==> src/bcdCalcPkg.sv <==
package bcdCalcPkg;

    ////////////////////////////////////////////////////////////
    // Digits and operands
    ////////////////////////////////////////////////////////////

    // One decimal digit, valid range 0 to 9
    typedef logic [3:0] bcdDigitT;

    // Largest legal value of a digit
    localparam bcdDigitT BCD_MAX = 4'd9;

    // Tens and ones of a two-digit operand
    typedef struct packed
    {
        bcdDigitT msDigit;
        bcdDigitT lsDigit;
    } bcdDigitsT;

    // Switch word and stored operand
    // raw for capture, digits for checking and adding
    typedef union packed
    {
        logic [7:0] raw;
        bcdDigitsT  digits;
    } bcdPairT;

    // Adder result, 000 to 198
    typedef struct packed
    {
        bcdDigitT hundreds;
        bcdDigitT tens;
        bcdDigitT ones;
    } sumDigitsT;

    ////////////////////////////////////////////////////////////
    // Command and acknowledge words
    ////////////////////////////////////////////////////////////

    // Levels from the sequencer, at most one high
    typedef struct packed
    {
        logic init;
        logic loadA;
        logic loadB;
        logic displayA;
        logic displayB;
        logic displayLs;
        logic displayMs;
    } ctrlCmdT;

    // One-cycle answers, same bit order as the commands
    typedef struct packed
    {
        logic initAck;
        logic loadAAck;
        logic loadBAck;
        logic displayAAck;
        logic displayBAck;
        logic displayLsAck;
        logic displayMsAck;
    } ctrlAckT;

    // Operator buttons
    typedef struct packed
    {
        logic loadAReq;
        logic loadBReq;
        logic showLowReq;
        logic showHighReq;
    } buttonsT;

    ////////////////////////////////////////////////////////////
    // Seven-segment output
    ////////////////////////////////////////////////////////////

    // Bit order gfedcba, lit segment is 1
    typedef struct packed
    {
        logic [6:0] left;
        logic [6:0] right;
    } segPairT;

    // Patterns for 0 to 9
    localparam logic [6:0] SEG_TABLE [0:9] = '{
        7'h3F, 7'h06, 7'h5B, 7'h4F, 7'h66,
        7'h6D, 7'h7D, 7'h07, 7'h7F, 7'h6F
    };

    // All segments dark
    localparam logic [6:0] SEG_BLANK = 7'h00;

endpackage
==> src/bcdCalcTop.sv <==
`timescale 1ns/1ns

module bcdCalcTop
    import bcdCalcPkg::*;
(
    input  logic    clock,
    input  logic    rstN,
    input  bcdPairT switches,
    input  buttonsT buttons,
    output segPairT segments,
    output logic    error,
    output logic    ready
);

    ctrlCmdT   cmd;
    // Each block answers its own commands only
    ctrlAckT   regAcks;
    ctrlAckT   dispAcks;
    ctrlAckT   acks;
    bcdPairT   operandA;
    bcdPairT   operandB;
    sumDigitsT sum;

    // Disjoint bits, OR merges them
    assign acks = regAcks | dispAcks;

    ////////////////////////////////////////////////////////////
    // Control
    ////////////////////////////////////////////////////////////

    bcdSequencer uSequencer
    (
        .clock   (clock),
        .rstN    (rstN),
        .buttons (buttons),
        .acks    (acks),
        .cmd     (cmd),
        .ready   (ready)
    );

    ////////////////////////////////////////////////////////////
    // Datapath
    ////////////////////////////////////////////////////////////

    // Operand storage beside the adder it feeds
    operandRegs uOperandRegs
    (
        .clock    (clock),
        .rstN     (rstN),
        .cmd      (cmd),
        .switches (switches),
        .operandA (operandA),
        .operandB (operandB),
        .acks     (regAcks),
        .error    (error)
    );

    bcdAdder uAdder
    (
        .operandA (operandA),
        .operandB (operandB),
        .sum      (sum)
    );

    segDisplay uDisplay
    (
        .clock    (clock),
        .rstN     (rstN),
        .cmd      (cmd),
        .operandA (operandA),
        .operandB (operandB),
        .sum      (sum),
        .acks     (dispAcks),
        .segments (segments)
    );

endmodule

==> src/segDisplay.sv <==
`timescale 1ns/1ns

module segDisplay
    import bcdCalcPkg::*;
(
    input  logic      clock,
    input  logic      rstN,
    input  ctrlCmdT   cmd,
    input  bcdPairT   operandA,
    input  bcdPairT   operandB,
    input  sumDigitsT sum,
    output ctrlAckT   acks,
    output segPairT   segments
);

    ctrlCmdT  prevCmd;
    logic     showAStart;
    logic     showBStart;
    logic     showLsStart;
    logic     showMsStart;

    // Latched digits and their blank flags
    bcdDigitT leftDigit;
    bcdDigitT rightDigit;
    logic     leftBlank;
    logic     rightBlank;

    // Digit to pattern, dark when blank
    function automatic logic [6:0] decode(input bcdDigitT d, input logic blank);
        if (blank || d > BCD_MAX)
            return SEG_BLANK;
        return SEG_TABLE[d];
    endfunction

    // First cycle of each display command
    assign showAStart  = cmd.displayA && !prevCmd.displayA;
    assign showBStart  = cmd.displayB && !prevCmd.displayB;
    assign showLsStart = cmd.displayLs && !prevCmd.displayLs;
    assign showMsStart = cmd.displayMs && !prevCmd.displayMs;

    ////////////////////////////////////////////////////////////
    // Control and acknowledge
    ////////////////////////////////////////////////////////////

    always_ff @(posedge clock)
    begin
        if (!rstN)
        begin
            prevCmd    <= '0;
            acks       <= '0;
            leftBlank  <= 1'b1;
            rightBlank <= 1'b1;
        end
        else
        begin
            prevCmd <= cmd;

            // init and load answers come from operandRegs
            acks              <= '0;
            acks.displayAAck  <= showAStart;
            acks.displayBAck  <= showBStart;
            acks.displayLsAck <= showLsStart;
            acks.displayMsAck <= showMsStart;

            // init darkens both digits, no answer
            if (cmd.init)
            begin
                leftBlank  <= 1'b1;
                rightBlank <= 1'b1;
            end
            else if (showAStart || showBStart || showLsStart)
            begin
                leftBlank  <= 1'b0;
                rightBlank <= 1'b0;
            end
            else if (showMsStart)
            begin
                // Hundreds on the right only
                leftBlank  <= 1'b1;
                rightBlank <= 1'b0;
            end
        end
    end

    ////////////////////////////////////////////////////////////
    // Digit latch
    ////////////////////////////////////////////////////////////

    always_ff @(posedge clock)
    begin
        if (showAStart)
        begin
            leftDigit  <= operandA.digits.msDigit;
            rightDigit <= operandA.digits.lsDigit;
        end
        else if (showBStart)
        begin
            leftDigit  <= operandB.digits.msDigit;
            rightDigit <= operandB.digits.lsDigit;
        end
        else if (showLsStart)
        begin
            leftDigit  <= sum.tens;
            rightDigit <= sum.ones;
        end
        else if (showMsStart)
            rightDigit <= sum.hundreds;
    end

    // Segment drive
    always_comb
    begin
        segments.left  = decode(leftDigit, leftBlank);
        segments.right = decode(rightDigit, rightBlank);
    end

endmodule

==> src/bcdAdder.sv <==
`timescale 1ns/1ns

module bcdAdder
    import bcdCalcPkg::*;
(
    input  bcdPairT   operandA,
    input  bcdPairT   operandB,
    output sumDigitsT sum
);

    // Carry out of each digit stage
    logic     onesCarry;
    logic     tensCarry;
    bcdDigitT onesDigit;
    bcdDigitT tensDigit;

    ////////////////////////////////////////////////////////////
    // One decimal digit stage
    ////////////////////////////////////////////////////////////

    // Returns {carry, digit}
    function automatic logic [4:0] digitAdd(
        input bcdDigitT a,
        input bcdDigitT b,
        input logic     carryIn
    );
        logic [4:0] binSum;
        logic [4:0] adjSum;
        binSum = {1'b0, a} + {1'b0, b} + {4'b0000, carryIn};
        // Past nine, skip the six unused codes
        adjSum = binSum + 5'd6;
        if (binSum > 5'd9)
            return {1'b1, adjSum[3:0]};
        else
            return {1'b0, binSum[3:0]};
    endfunction

    ////////////////////////////////////////////////////////////
    // Ripple across the two digits
    ////////////////////////////////////////////////////////////

    always_comb
    begin
        // Ones first, no carry in
        {onesCarry, onesDigit} = digitAdd(operandA.digits.lsDigit,
                                          operandB.digits.lsDigit, 1'b0);
        // Tens take the ones carry
        {tensCarry, tensDigit} = digitAdd(operandA.digits.msDigit,
                                          operandB.digits.msDigit, onesCarry);
    end

    // Final carry is the whole hundreds digit
    assign sum.hundreds = {3'b000, tensCarry};
    assign sum.tens     = tensDigit;
    assign sum.ones     = onesDigit;

endmodule

==> src/operandRegs.sv <==
`timescale 1ns/1ns

module operandRegs
    import bcdCalcPkg::*;
(
    input  logic    clock,
    input  logic    rstN,
    input  ctrlCmdT cmd,
    input  bcdPairT switches,
    output bcdPairT operandA,
    output bcdPairT operandB,
    output ctrlAckT acks,
    output logic    error
);

    // Command word one edge back, for start detection
    ctrlCmdT prevCmd;
    logic    initStart;
    logic    loadAStart;
    logic    loadBStart;
    logic    switchesValid;

    // First cycle of each owned command
    assign initStart  = cmd.init && !prevCmd.init;
    assign loadAStart = cmd.loadA && !prevCmd.loadA;
    assign loadBStart = cmd.loadB && !prevCmd.loadB;

    // Both switch digits must be decimal
    assign switchesValid = (switches.digits.msDigit <= BCD_MAX)
                        && (switches.digits.lsDigit <= BCD_MAX);

    always_ff @(posedge clock)
    begin
        if (!rstN)
        begin
            prevCmd  <= '0;
            acks     <= '0;
            error    <= 1'b0;
            operandA <= '0;
            operandB <= '0;
        end
        else
        begin
            prevCmd <= cmd;

            // Display bits belong to segDisplay
            acks              <= '0;
            acks.initAck      <= initStart;
            acks.loadAAck     <= loadAStart;
            acks.loadBAck     <= loadBStart;

            if (initStart)
            begin
                operandA <= '0;
                operandB <= '0;
                error    <= 1'b0;
            end
            else if (loadAStart)
            begin
                // Bad word keeps the old operand
                if (switchesValid)
                    operandA.raw <= switches.raw;
                error <= !switchesValid;
            end
            else if (loadBStart)
            begin
                if (switchesValid)
                    operandB.raw <= switches.raw;
                error <= !switchesValid;
            end
        end
    end

    // Adder and display see decimal digits only
    digitsInRange: assert property (@(posedge clock) disable iff (!rstN)
        (operandA.digits.msDigit <= BCD_MAX) && (operandA.digits.lsDigit <= BCD_MAX)
        && (operandB.digits.msDigit <= BCD_MAX) && (operandB.digits.lsDigit <= BCD_MAX))
        else $error("stored operand out of range: A=%h B=%h", operandA, operandB);

endmodule

==> src/bcdSequencer.sv <==
`timescale 1ns/1ns

module bcdSequencer
    import bcdCalcPkg::*;
(
    input  logic    clock,
    input  logic    rstN,
    input  buttonsT buttons,
    input  ctrlAckT acks,
    output ctrlCmdT cmd,
    output logic    ready
);

    ////////////////////////////////////////////////////////////
    // State and request storage
    ////////////////////////////////////////////////////////////

    typedef enum logic [2:0]
    {
        INIT,
        WAIT,
        LOAD_A,
        DISPLAY_A,
        LOAD_B,
        DISPLAY_B,
        SHOW_LOW,
        SHOW_HIGH
    } stateT;

    stateT   state;
    stateT   nextState;

    // Button word taken in WAIT, acted on one edge later
    buttonsT pendingReq;

    // Command level owned by each state
    function automatic ctrlCmdT cmdFor(input stateT s);
        ctrlCmdT c;
        c = '0;
        case (s)
            INIT:      c.init      = 1'b1;
            LOAD_A:    c.loadA     = 1'b1;
            LOAD_B:    c.loadB     = 1'b1;
            DISPLAY_A: c.displayA  = 1'b1;
            DISPLAY_B: c.displayB  = 1'b1;
            SHOW_LOW:  c.displayLs = 1'b1;
            SHOW_HIGH: c.displayMs = 1'b1;
            default:   c = '0;
        endcase
        return c;
    endfunction

    ////////////////////////////////////////////////////////////
    // Next state
    ////////////////////////////////////////////////////////////

    always_comb
    begin
        nextState = state;
        case (state)
            INIT:
            begin
                // Operands cleared, start taking buttons
                if (acks.initAck)
                    nextState = WAIT;
            end
            WAIT:
            begin
                // Highest priority first
                if (pendingReq.showHighReq)
                    nextState = SHOW_HIGH;
                else if (pendingReq.showLowReq)
                    nextState = SHOW_LOW;
                else if (pendingReq.loadBReq)
                    nextState = LOAD_B;
                else if (pendingReq.loadAReq)
                    nextState = LOAD_A;
            end
            LOAD_A:
            begin
                // Loaded operand is shown right away
                if (acks.loadAAck)
                    nextState = DISPLAY_A;
            end
            LOAD_B:
            begin
                if (acks.loadBAck)
                    nextState = DISPLAY_B;
            end
            DISPLAY_A:
            begin
                if (acks.displayAAck)
                    nextState = WAIT;
            end
            DISPLAY_B:
            begin
                if (acks.displayBAck)
                    nextState = WAIT;
            end
            SHOW_LOW:
            begin
                if (acks.displayLsAck)
                    nextState = WAIT;
            end
            SHOW_HIGH:
            begin
                if (acks.displayMsAck)
                    nextState = WAIT;
            end
            default:
            begin
                nextState = INIT;
            end
        endcase
    end

    ////////////////////////////////////////////////////////////
    // Registers
    ////////////////////////////////////////////////////////////

    always_ff @(posedge clock)
    begin
        if (!rstN)
        begin
            state      <= INIT;
            cmd        <= '0;
            ready      <= 1'b0;
            pendingReq <= '0;
        end
        else
        begin
            state <= nextState;
            // Command follows the state being entered
            cmd   <= cmdFor(nextState);
            ready <= (nextState == WAIT);
            // Only an idle WAIT samples buttons, nothing is queued
            if (state == WAIT && pendingReq == '0)
                pendingReq <= buttons;
            else
                pendingReq <= '0;
        end
    end

    // Never two commands toward the datapath at once
    cmdOneHot: assert property (@(posedge clock) disable iff (!rstN)
        $onehot0(cmd))
        else $error("command word not one-hot: %h", cmd);

    // Datapath blocks answer only a live command
    ackMatchesCmd: assert property (@(posedge clock) disable iff (!rstN)
        (acks & ~cmd) == '0)
        else $error("acknowledge %h without command %h", acks, cmd);

endmodule

==> config.mk <==
export PLATFORM = sky130hd
export DESIGN_NAME = bcdCalcTop
export DESIGN_NICKNAME = d
export VERILOG_FILES = /design/src/bcdCalcPkg.sv /design/src/bcdCalcTop.sv /design/src/segDisplay.sv /design/src/bcdAdder.sv /design/src/operandRegs.sv /design/src/bcdSequencer.sv
export SDC_FILE = /design/constraint.sdc
export NUM_CORES = 1
export LEC_CHECK = 0
export ABC_AREA = 1
export BUFFER_PORTS_ARGS = -buffer_cell sky130_fd_sc_hd__buf_4
export CELL_PAD_IN_SITES_DETAIL_PLACEMENT = 1
export CELL_PAD_IN_SITES_GLOBAL_PLACEMENT = 1
export CORE_MARGIN = 4
export CORE_UTILIZATION = 43
export DETAILED_ROUTE_END_ITERATION = 6
export HOLD_SLACK_MARGIN = 0.08
export MAX_ROUTING_LAYER = met4
export PLACE_DENSITY = 0.89
export SLEW_MARGIN = 20
export SYNTH_ARGS = -nofsm -noshare
export SYNTH_HDL_FRONTEND = slang
export SYNTH_SLANG_ARGS = --single-unit
==> constraint.sdc <==
create_clock -name clock -period 4.6 [get_ports clock]
set_input_delay 0.92 -clock clock [delete_from_list [all_inputs] [get_ports clock]]
set_output_delay 0.92 -clock clock [all_outputs]
set_load 0.1 [all_outputs]
### Word level (Yosys, flattened, before mapping)

Memory sizes are Yosys's and may differ from the RTL's.
Index checks and enable logic that the tools add are counted.

* bitwise logic cells: 5
* reductions and logical operators: 33
* magnitude comparators: 8
* equal/unequal tests: 14
* $add $sub $neg: 5
* muxes and demuxes: 44

Operators with widths (count)
* two-way mux 7 bit: 8
* two-way mux 3 bit: 11
* two-way mux 4 bit: 7
* equality test 3 bit (second input constant): 8
* case mux 3 bit (8 select lines): 1
* two-way mux 1 bit: 15
* equality test 3 x 2 -> 1 bit (second input constant): 4
* adder 4 x 4 -> 5 bit: 2
* greater-or-equal comparator 5 bit (second input constant): 2
* greater-than comparator 5 x 4 -> 1 bit (second input constant): 2
* two-way mux 5 bit: 2
* inverter 4 -> 5 bit: 2
* logical AND 1 bit: 9
* adder 4 x 3 -> 4 bit (second input constant): 2
* greater-than comparator 4 bit (second input constant): 2
* less-or-equal comparator 4 bit (second input constant): 2
* logical NOT 1 bit: 8
* bitwise OR 7 bit: 1
* equality test 3 x 1 -> 1 bit (second input constant): 2
* logical NOT 3 bit: 2
* adder 5 x 1 -> 5 bit: 1
* logical NOT 4 bit: 1
* logical OR 1 bit: 4
* AND reduction 2 bit: 2
* 6 further kinds: 9

* ROM bits: 224
* register bits: 56
* memories: 2
* input bits: 14
* output and inout port bits: 16
* word-level logic and storage cells: 145

Memories
* (no name shown): words 16, width 7, rd ports 1, clocked after memory_dff 0, wr ports 0, line segDisplay.sv:32 `return SEG_TABLE[d];`
* (no name shown): words 16, width 7, rd ports 1, clocked after memory_dff 0, wr ports 0, line segDisplay.sv:32

### Depth between registers and ports, before layout

* depth in word-level cells: 10
* mapped depth: 25

### Modules after synthesis

From an unflattened synthesis, not the netlist that was laid out.

* cells, all modules: 554
* area total of the unflattened synthesis: 3637.2 um^2

Modules (own cells, without submodules)
* segDisplay: cells each 199, seq. area each 440.4 um^2, times used 1, area an instance 1295.0 um^2
* operandRegs: cells each 139, seq. area each 460.4 um^2, times used 1, area an instance 999.7 um^2
* bcdAdder: cells each 103, seq. area each 0.0 um^2, times used 1, area an instance 640.6 um^2
* bcdSequencer: cells each 92, seq. area each 300.3 um^2, times used 1, area an instance 623.1 um^2
* bcdCalcTop: cells each 21, seq. area each 0.0 um^2, times used 1, area an instance 78.8 um^2

### Least setup slack after synthesis

OpenSTA, ideal clock, no wires.

* kind: flip-flop to output port
* start: reg uDisplay.rightDigit[0]
* end: out segments[4] (netlist bit)
* required time: 3.680 ns
* slack: 0.422 ns
* cell stages (with the launch flop): 7
* data arrival time: 3.258 ns
* path buffers: 0
* cells stage by stage: edfxtp_1 inv_1 ha_1 inv_1 nor2_1 o21bai_1 a211oi_1

RTL lines
* from (decl): line segDisplay.sv:24 `bcdDigitT rightDigit;`
* from (signal assigned): line segDisplay.sv:94 `rightDigit <= operandA.digits.lsDigit;`
* from (signal assigned): line segDisplay.sv:99 `rightDigit <= operandB.digits.lsDigit;`
* from (signal assigned): line segDisplay.sv:104 `rightDigit <= sum.ones;`
* to (decl): line bcdCalcTop.sv:10 `output segPairT segments,`

### Final worst setup path

* start: reg uOperandRegs.operandB[0] (netlist bit)
* end: reg uDisplay.leftDigit[2] (data pin)

* cells in the longest elaborated chain, start to end: 9
* elaborated cells between the ends (all ways): 10

RTL lines
* from (decl): line operandRegs.sv:11 `output bcdPairT operandB,`
* adder 4 x 4 -> 5 bit *: line bcdAdder.sv:29 `binSum = {1'b0, a} + {1'b0, b} + {4'b0000, carryIn};`
* greater-than comparator 5 x 4 -> 1 bit *: line bcdAdder.sv:32 `if (binSum > 5'd9)`
* two-way mux 5 bit *: line bcdAdder.sv:32
* adder 5 x 1 -> 5 bit *: line bcdAdder.sv:29
* adder 4 x 3 -> 4 bit or greater-than comparator 5 x 4 -> 1 bit (tied branches): line bcdAdder.sv:31, bcdAdder.sv:32
* two-way mux 5 bit *: line bcdAdder.sv:32
* two-way mux 4 bit *: line segDisplay.sv:101 `else if (showLsStart)`
* two-way mux 4 bit *: line segDisplay.sv:96 `else if (showBStart)`
* two-way mux 4 bit *: line segDisplay.sv:91 `if (showAStart)`
* to (signal assigned): line segDisplay.sv:93 `leftDigit <= operandA.digits.msDigit;`
* to (signal assigned): line segDisplay.sv:98 `leftDigit <= operandB.digits.msDigit;`
* to (signal assigned): line segDisplay.sv:103 `leftDigit <= sum.tens;`
* to (decl): line segDisplay.sv:23 `bcdDigitT leftDigit;`

Mark *: on every way between the ends. The rest lies on a longest branch, timed or not. The select of a mux whose other input is x is not followed.
A chain may end at the register's enable or synchronous reset.

==> results.py <==
metrics = {
    "outcome": {
        "outcome": "completed",
    },
    "routing": {
        "post_drt_wl_per_cell_um": 14.1,
        "vias": 2694,
        "postRouteAntennaNets": 0,
        "drt_iter0_drc": 148,
        "drc": 0,
        "drt_wl_total_um": 7260,
        "vias_per_cell": 5.23,
        "first_pass_iters": 4,
    },
    "floorplanning": {
        "ios": 30,
        "core_area_sq_um": 6760,
        "die-area_sq_um": 8320,
        "placementRows": 30,
        "die_h_um": 91.2,
        "die_w_um": 91.2,
        "start_util_pct": 44.1,
    },
    "placed_design": {
        "dp_hpwl_um": 5500,
        "dp.cells": 507,
        "place_congestion": 0.837,
        "dpl_cell_area_sq_um": 3280,
        "pre_cts_ws_ps": 309,
        "numPortBuffers": 29,
    },
    "run": {
        "drv_cap": 0,
    },
    "finish": {
        "drive_gt1_share_pct": 13.3,
        "finalNonFillerCells": 515,
        "diodes": 0,
        "design_area_sq_um": 3370,
        "layout.nets": 471,
        "syn_to_final_growth_pct": 13.4,
    },
    "worst_setup_path": {
        "cp.buffers_inverters": 4,
        "start_kind": "flop",
        "cp_top_family": "adder cells",
        "cp_max_fo": 4,
        "cpMaxStageDelayCell": "fa_1",
        "cp_data_arrival_time_ps": 4400,
        "crit_type": "flop to flop",
        "required_ps": 4680,
        "cp_slowest_stage_delay_ps": 440,
        "r2r_slack_ps": 280,
        "crit_top_cell": "nand2_1",
        "worstSetupEndpointType": "flop",
    },
    "clock_network": {
        "cts_hold_buffers": 0,
        "root_buffer": "clkbuf_8",
        "clkLatencyLatePin_ps": 310,
        "clk_pin_slew_ps": 100,
        "clock-sinks": 56,
        "cts_buffers": 5,
        "cts_tree": "done",
        "cts_max_level": 2,
        "clockBufferDepth": 2,
    },
    "power": {
        "pwr_density_cell_nw_per_um2": 265,
        "peakVddDrop_mv": 0.192,
        "power.leakage_nw": 1.72,
    },
    "grt": {
        "grt_max_degree": 18,
        "grt-ovfl-total": 0,
        "first_global_vias": 2639,
        "grt_pass1_wl_um": 11800,
        "antenna_found_initial": 0,
        "grtUsageTotal_pct": 17.9,
    },
    "synthesis": {
        "synth_top_family_by_area": "simple AND/OR/NAND/NOR gates",
        "netlist_area_sq_um": 2980,
        "synthArstFlopShare_pct": 0,
        "synthXorXnorAreaFrac_pct": 0.294,
        "syn_area_per_cell_sq_um": 7.42,
        "synth_top_area_share_pct": 32.3,
        "synth_compound_area_share_pct": 13.4,
        "ys.warnings.count": 0,
        "ys_types": 33,
        "synthTopCellsByArea": "dfxtp_1 32%, nand2_1 9.7%, ha_1 8.4%",
        "synthFlopType": "dfxtp_1",
        "ys_ff_latch": 56,
        "synth-seq-area-share_pct": 40.4,
        "synth-adder-area-share_pct": 10.4,
        "synth_area_leader_cell": "dfxtp_1",
        "synth_edf_count": 8,
        "syn_inst": 401,
        "syn_nets": 438,
        "yosys.area_share.simple_pct": 26.1,
        "synth.mux.area_fraction_pct": 0,
    },
    "timing": {
        "slew_headroom_pct": 68.5,
        "drv_slew": 0,
        "timing.final.ws_setup_ps": 283,
        "hold_viol": 0,
        "finalCriticalPeriod_ps": 4320,
        "setup_viol": 0,
        "skew_ps": 7.82,
        "worst_slew_pin_slew_ps": 472,
        "fmax_ghz": 0.232,
        "final.period_utilization_pct": 93.8,
    },
    "min_path": {
        "min_path_type": "flop to flop",
    },
}
-- what timing repair did --
action / in CTS / in global routing
endpoints found under the hold margin: 0 / 0
resized for setup: 0 / 1
setup buffers: 0 / 0
endpoints found under the setup margin: 0 / 4
-- layout make-up --
type / instances / area (sq um)
fill: 891 / 3380
multi-input combinational: 271 / 1500
sequential: 56 / 1200
inverter: 71 / 267
timing repair buffer: 29 / 218
tap: 80 / 100
clock buffer: 6 / 72.6
clock inverter: 2 / 13.8
-- worst reg2reg max path, delay by kind of cell, from the launching register on --
family,cells,cell delay (ps)
buf+inv,4,280
simple gates,11,1010
compound gates,3,260
fa+ha+maj,6,1880
xor+xnor,1,270
flops,1,370
-- path summary, 6_finish.rpt --
path	from	end	cells past startpoint
hold reg to reg	uDisplay.prevCmd[0]$_SDFF_PN0_	uDisplay.acks[0]$_SDFF_PN0_	1
hold / removal	uDisplay.prevCmd[0]$_SDFF_PN0_	uDisplay.acks[0]$_SDFF_PN0_	1
setup reg to reg	uOperandRegs.operandB[0]$_SDFFE_PP0P_	uDisplay.leftDigit[2]$_DFFE_PP_	25
setup / recovery	uOperandRegs.operandB[0]$_SDFFE_PP0P_	uDisplay.leftDigit[2]$_DFFE_PP_	25
-- where the power goes --
| group | internal (mW) | switching (mW) |
|---|---|---|
| clock network | 0.109 | 0.161 |
| logic | 0.0335 | 0.0698 |
| registers | 0.509 | 0.0111 |
-- cell usage in the layout (no fill, tap or decap), types with 8 or more instances in the layout --
cell,Yosys,routed
a21oi_1,25,25
a31oi_1,13,13
buf_4,0,29
dfxtp_1,48,48
edfxtp_1,8,8
ha_1,20,20
inv_1,66,66
nand2_1,77,77
nand3_1,22,22
nor2_1,52,52
o21ai_0,20,20
-- stage by stage --
step / util (%) / setup TNS (ps) / total power [mW] / hold WS (ps)
global route: 49.9 / -62.6 / 0.937 / 440
floorplan: - / 0 / 0.601 / 391
detailed placement: 48.6 / 0 / 0.633 / 405
CTS: 49.8 / 0 / 0.898 / 422
finish: 49.9 / 0 / 0.893 / 418
global placement: 48.6 / 0 / 0.629 / 398
-- routing by layer --
| metal | up-vias | wire length (um) | track usage (%) |
|---|---|---|---|
| li1 | 1352 | - | - |
| met5 | - | 0 | - |
| met2 | 67 | 3360 | 30.0 |
| met3 | 12 | 306 | 2.82 |
| met1 | 1263 | 3480 | 22.4 |
| met4 | 0 | 110 | 4.65 |
-- flip-flops by register name (all words and copies together) (netlist names) --
register and cells:
uOperandRegs.operandA 8, uSequencer.cmd 7, uSequencer.ready 1, uOperandRegs.prevCmd 3, uOperandRegs.operandB 8, uSequencer.state 3, uDisplay.acks 4, uDisplay.leftBlank 1
uDisplay.rightDigit 4, uOperandRegs.acks 3, uDisplay.leftDigit 4, uSequencer.pendingReq 4, uDisplay.rightBlank 1, uOperandRegs.error 1, uDisplay.prevCmd 4
-- logic make-up after synthesis --
logic type,after synthesis
AOI/OAI and AO/OA,71
xor gates and xnor gates,1
adders and majority gates,23
buffers and inverters,74
DFF,56
and+or+nand+nor,176
-- synthesized netlist by cell type (3+ instances only) --
master,n
a21oi_1,25
a31oi_1,13
dfxtp_1,48
edfxtp_1,8
fa_1,3
ha_1,20
inv_1,66
inv_2,4
nand2_1,77
nand2_2,4
nand3_1,22
nand4_1,4
nor2_1,52
nor2_2,3
nor3_1,3
o21ai_0,20
o21ai_1,5
or2_2,4
(Power assumes the default switching activity.)
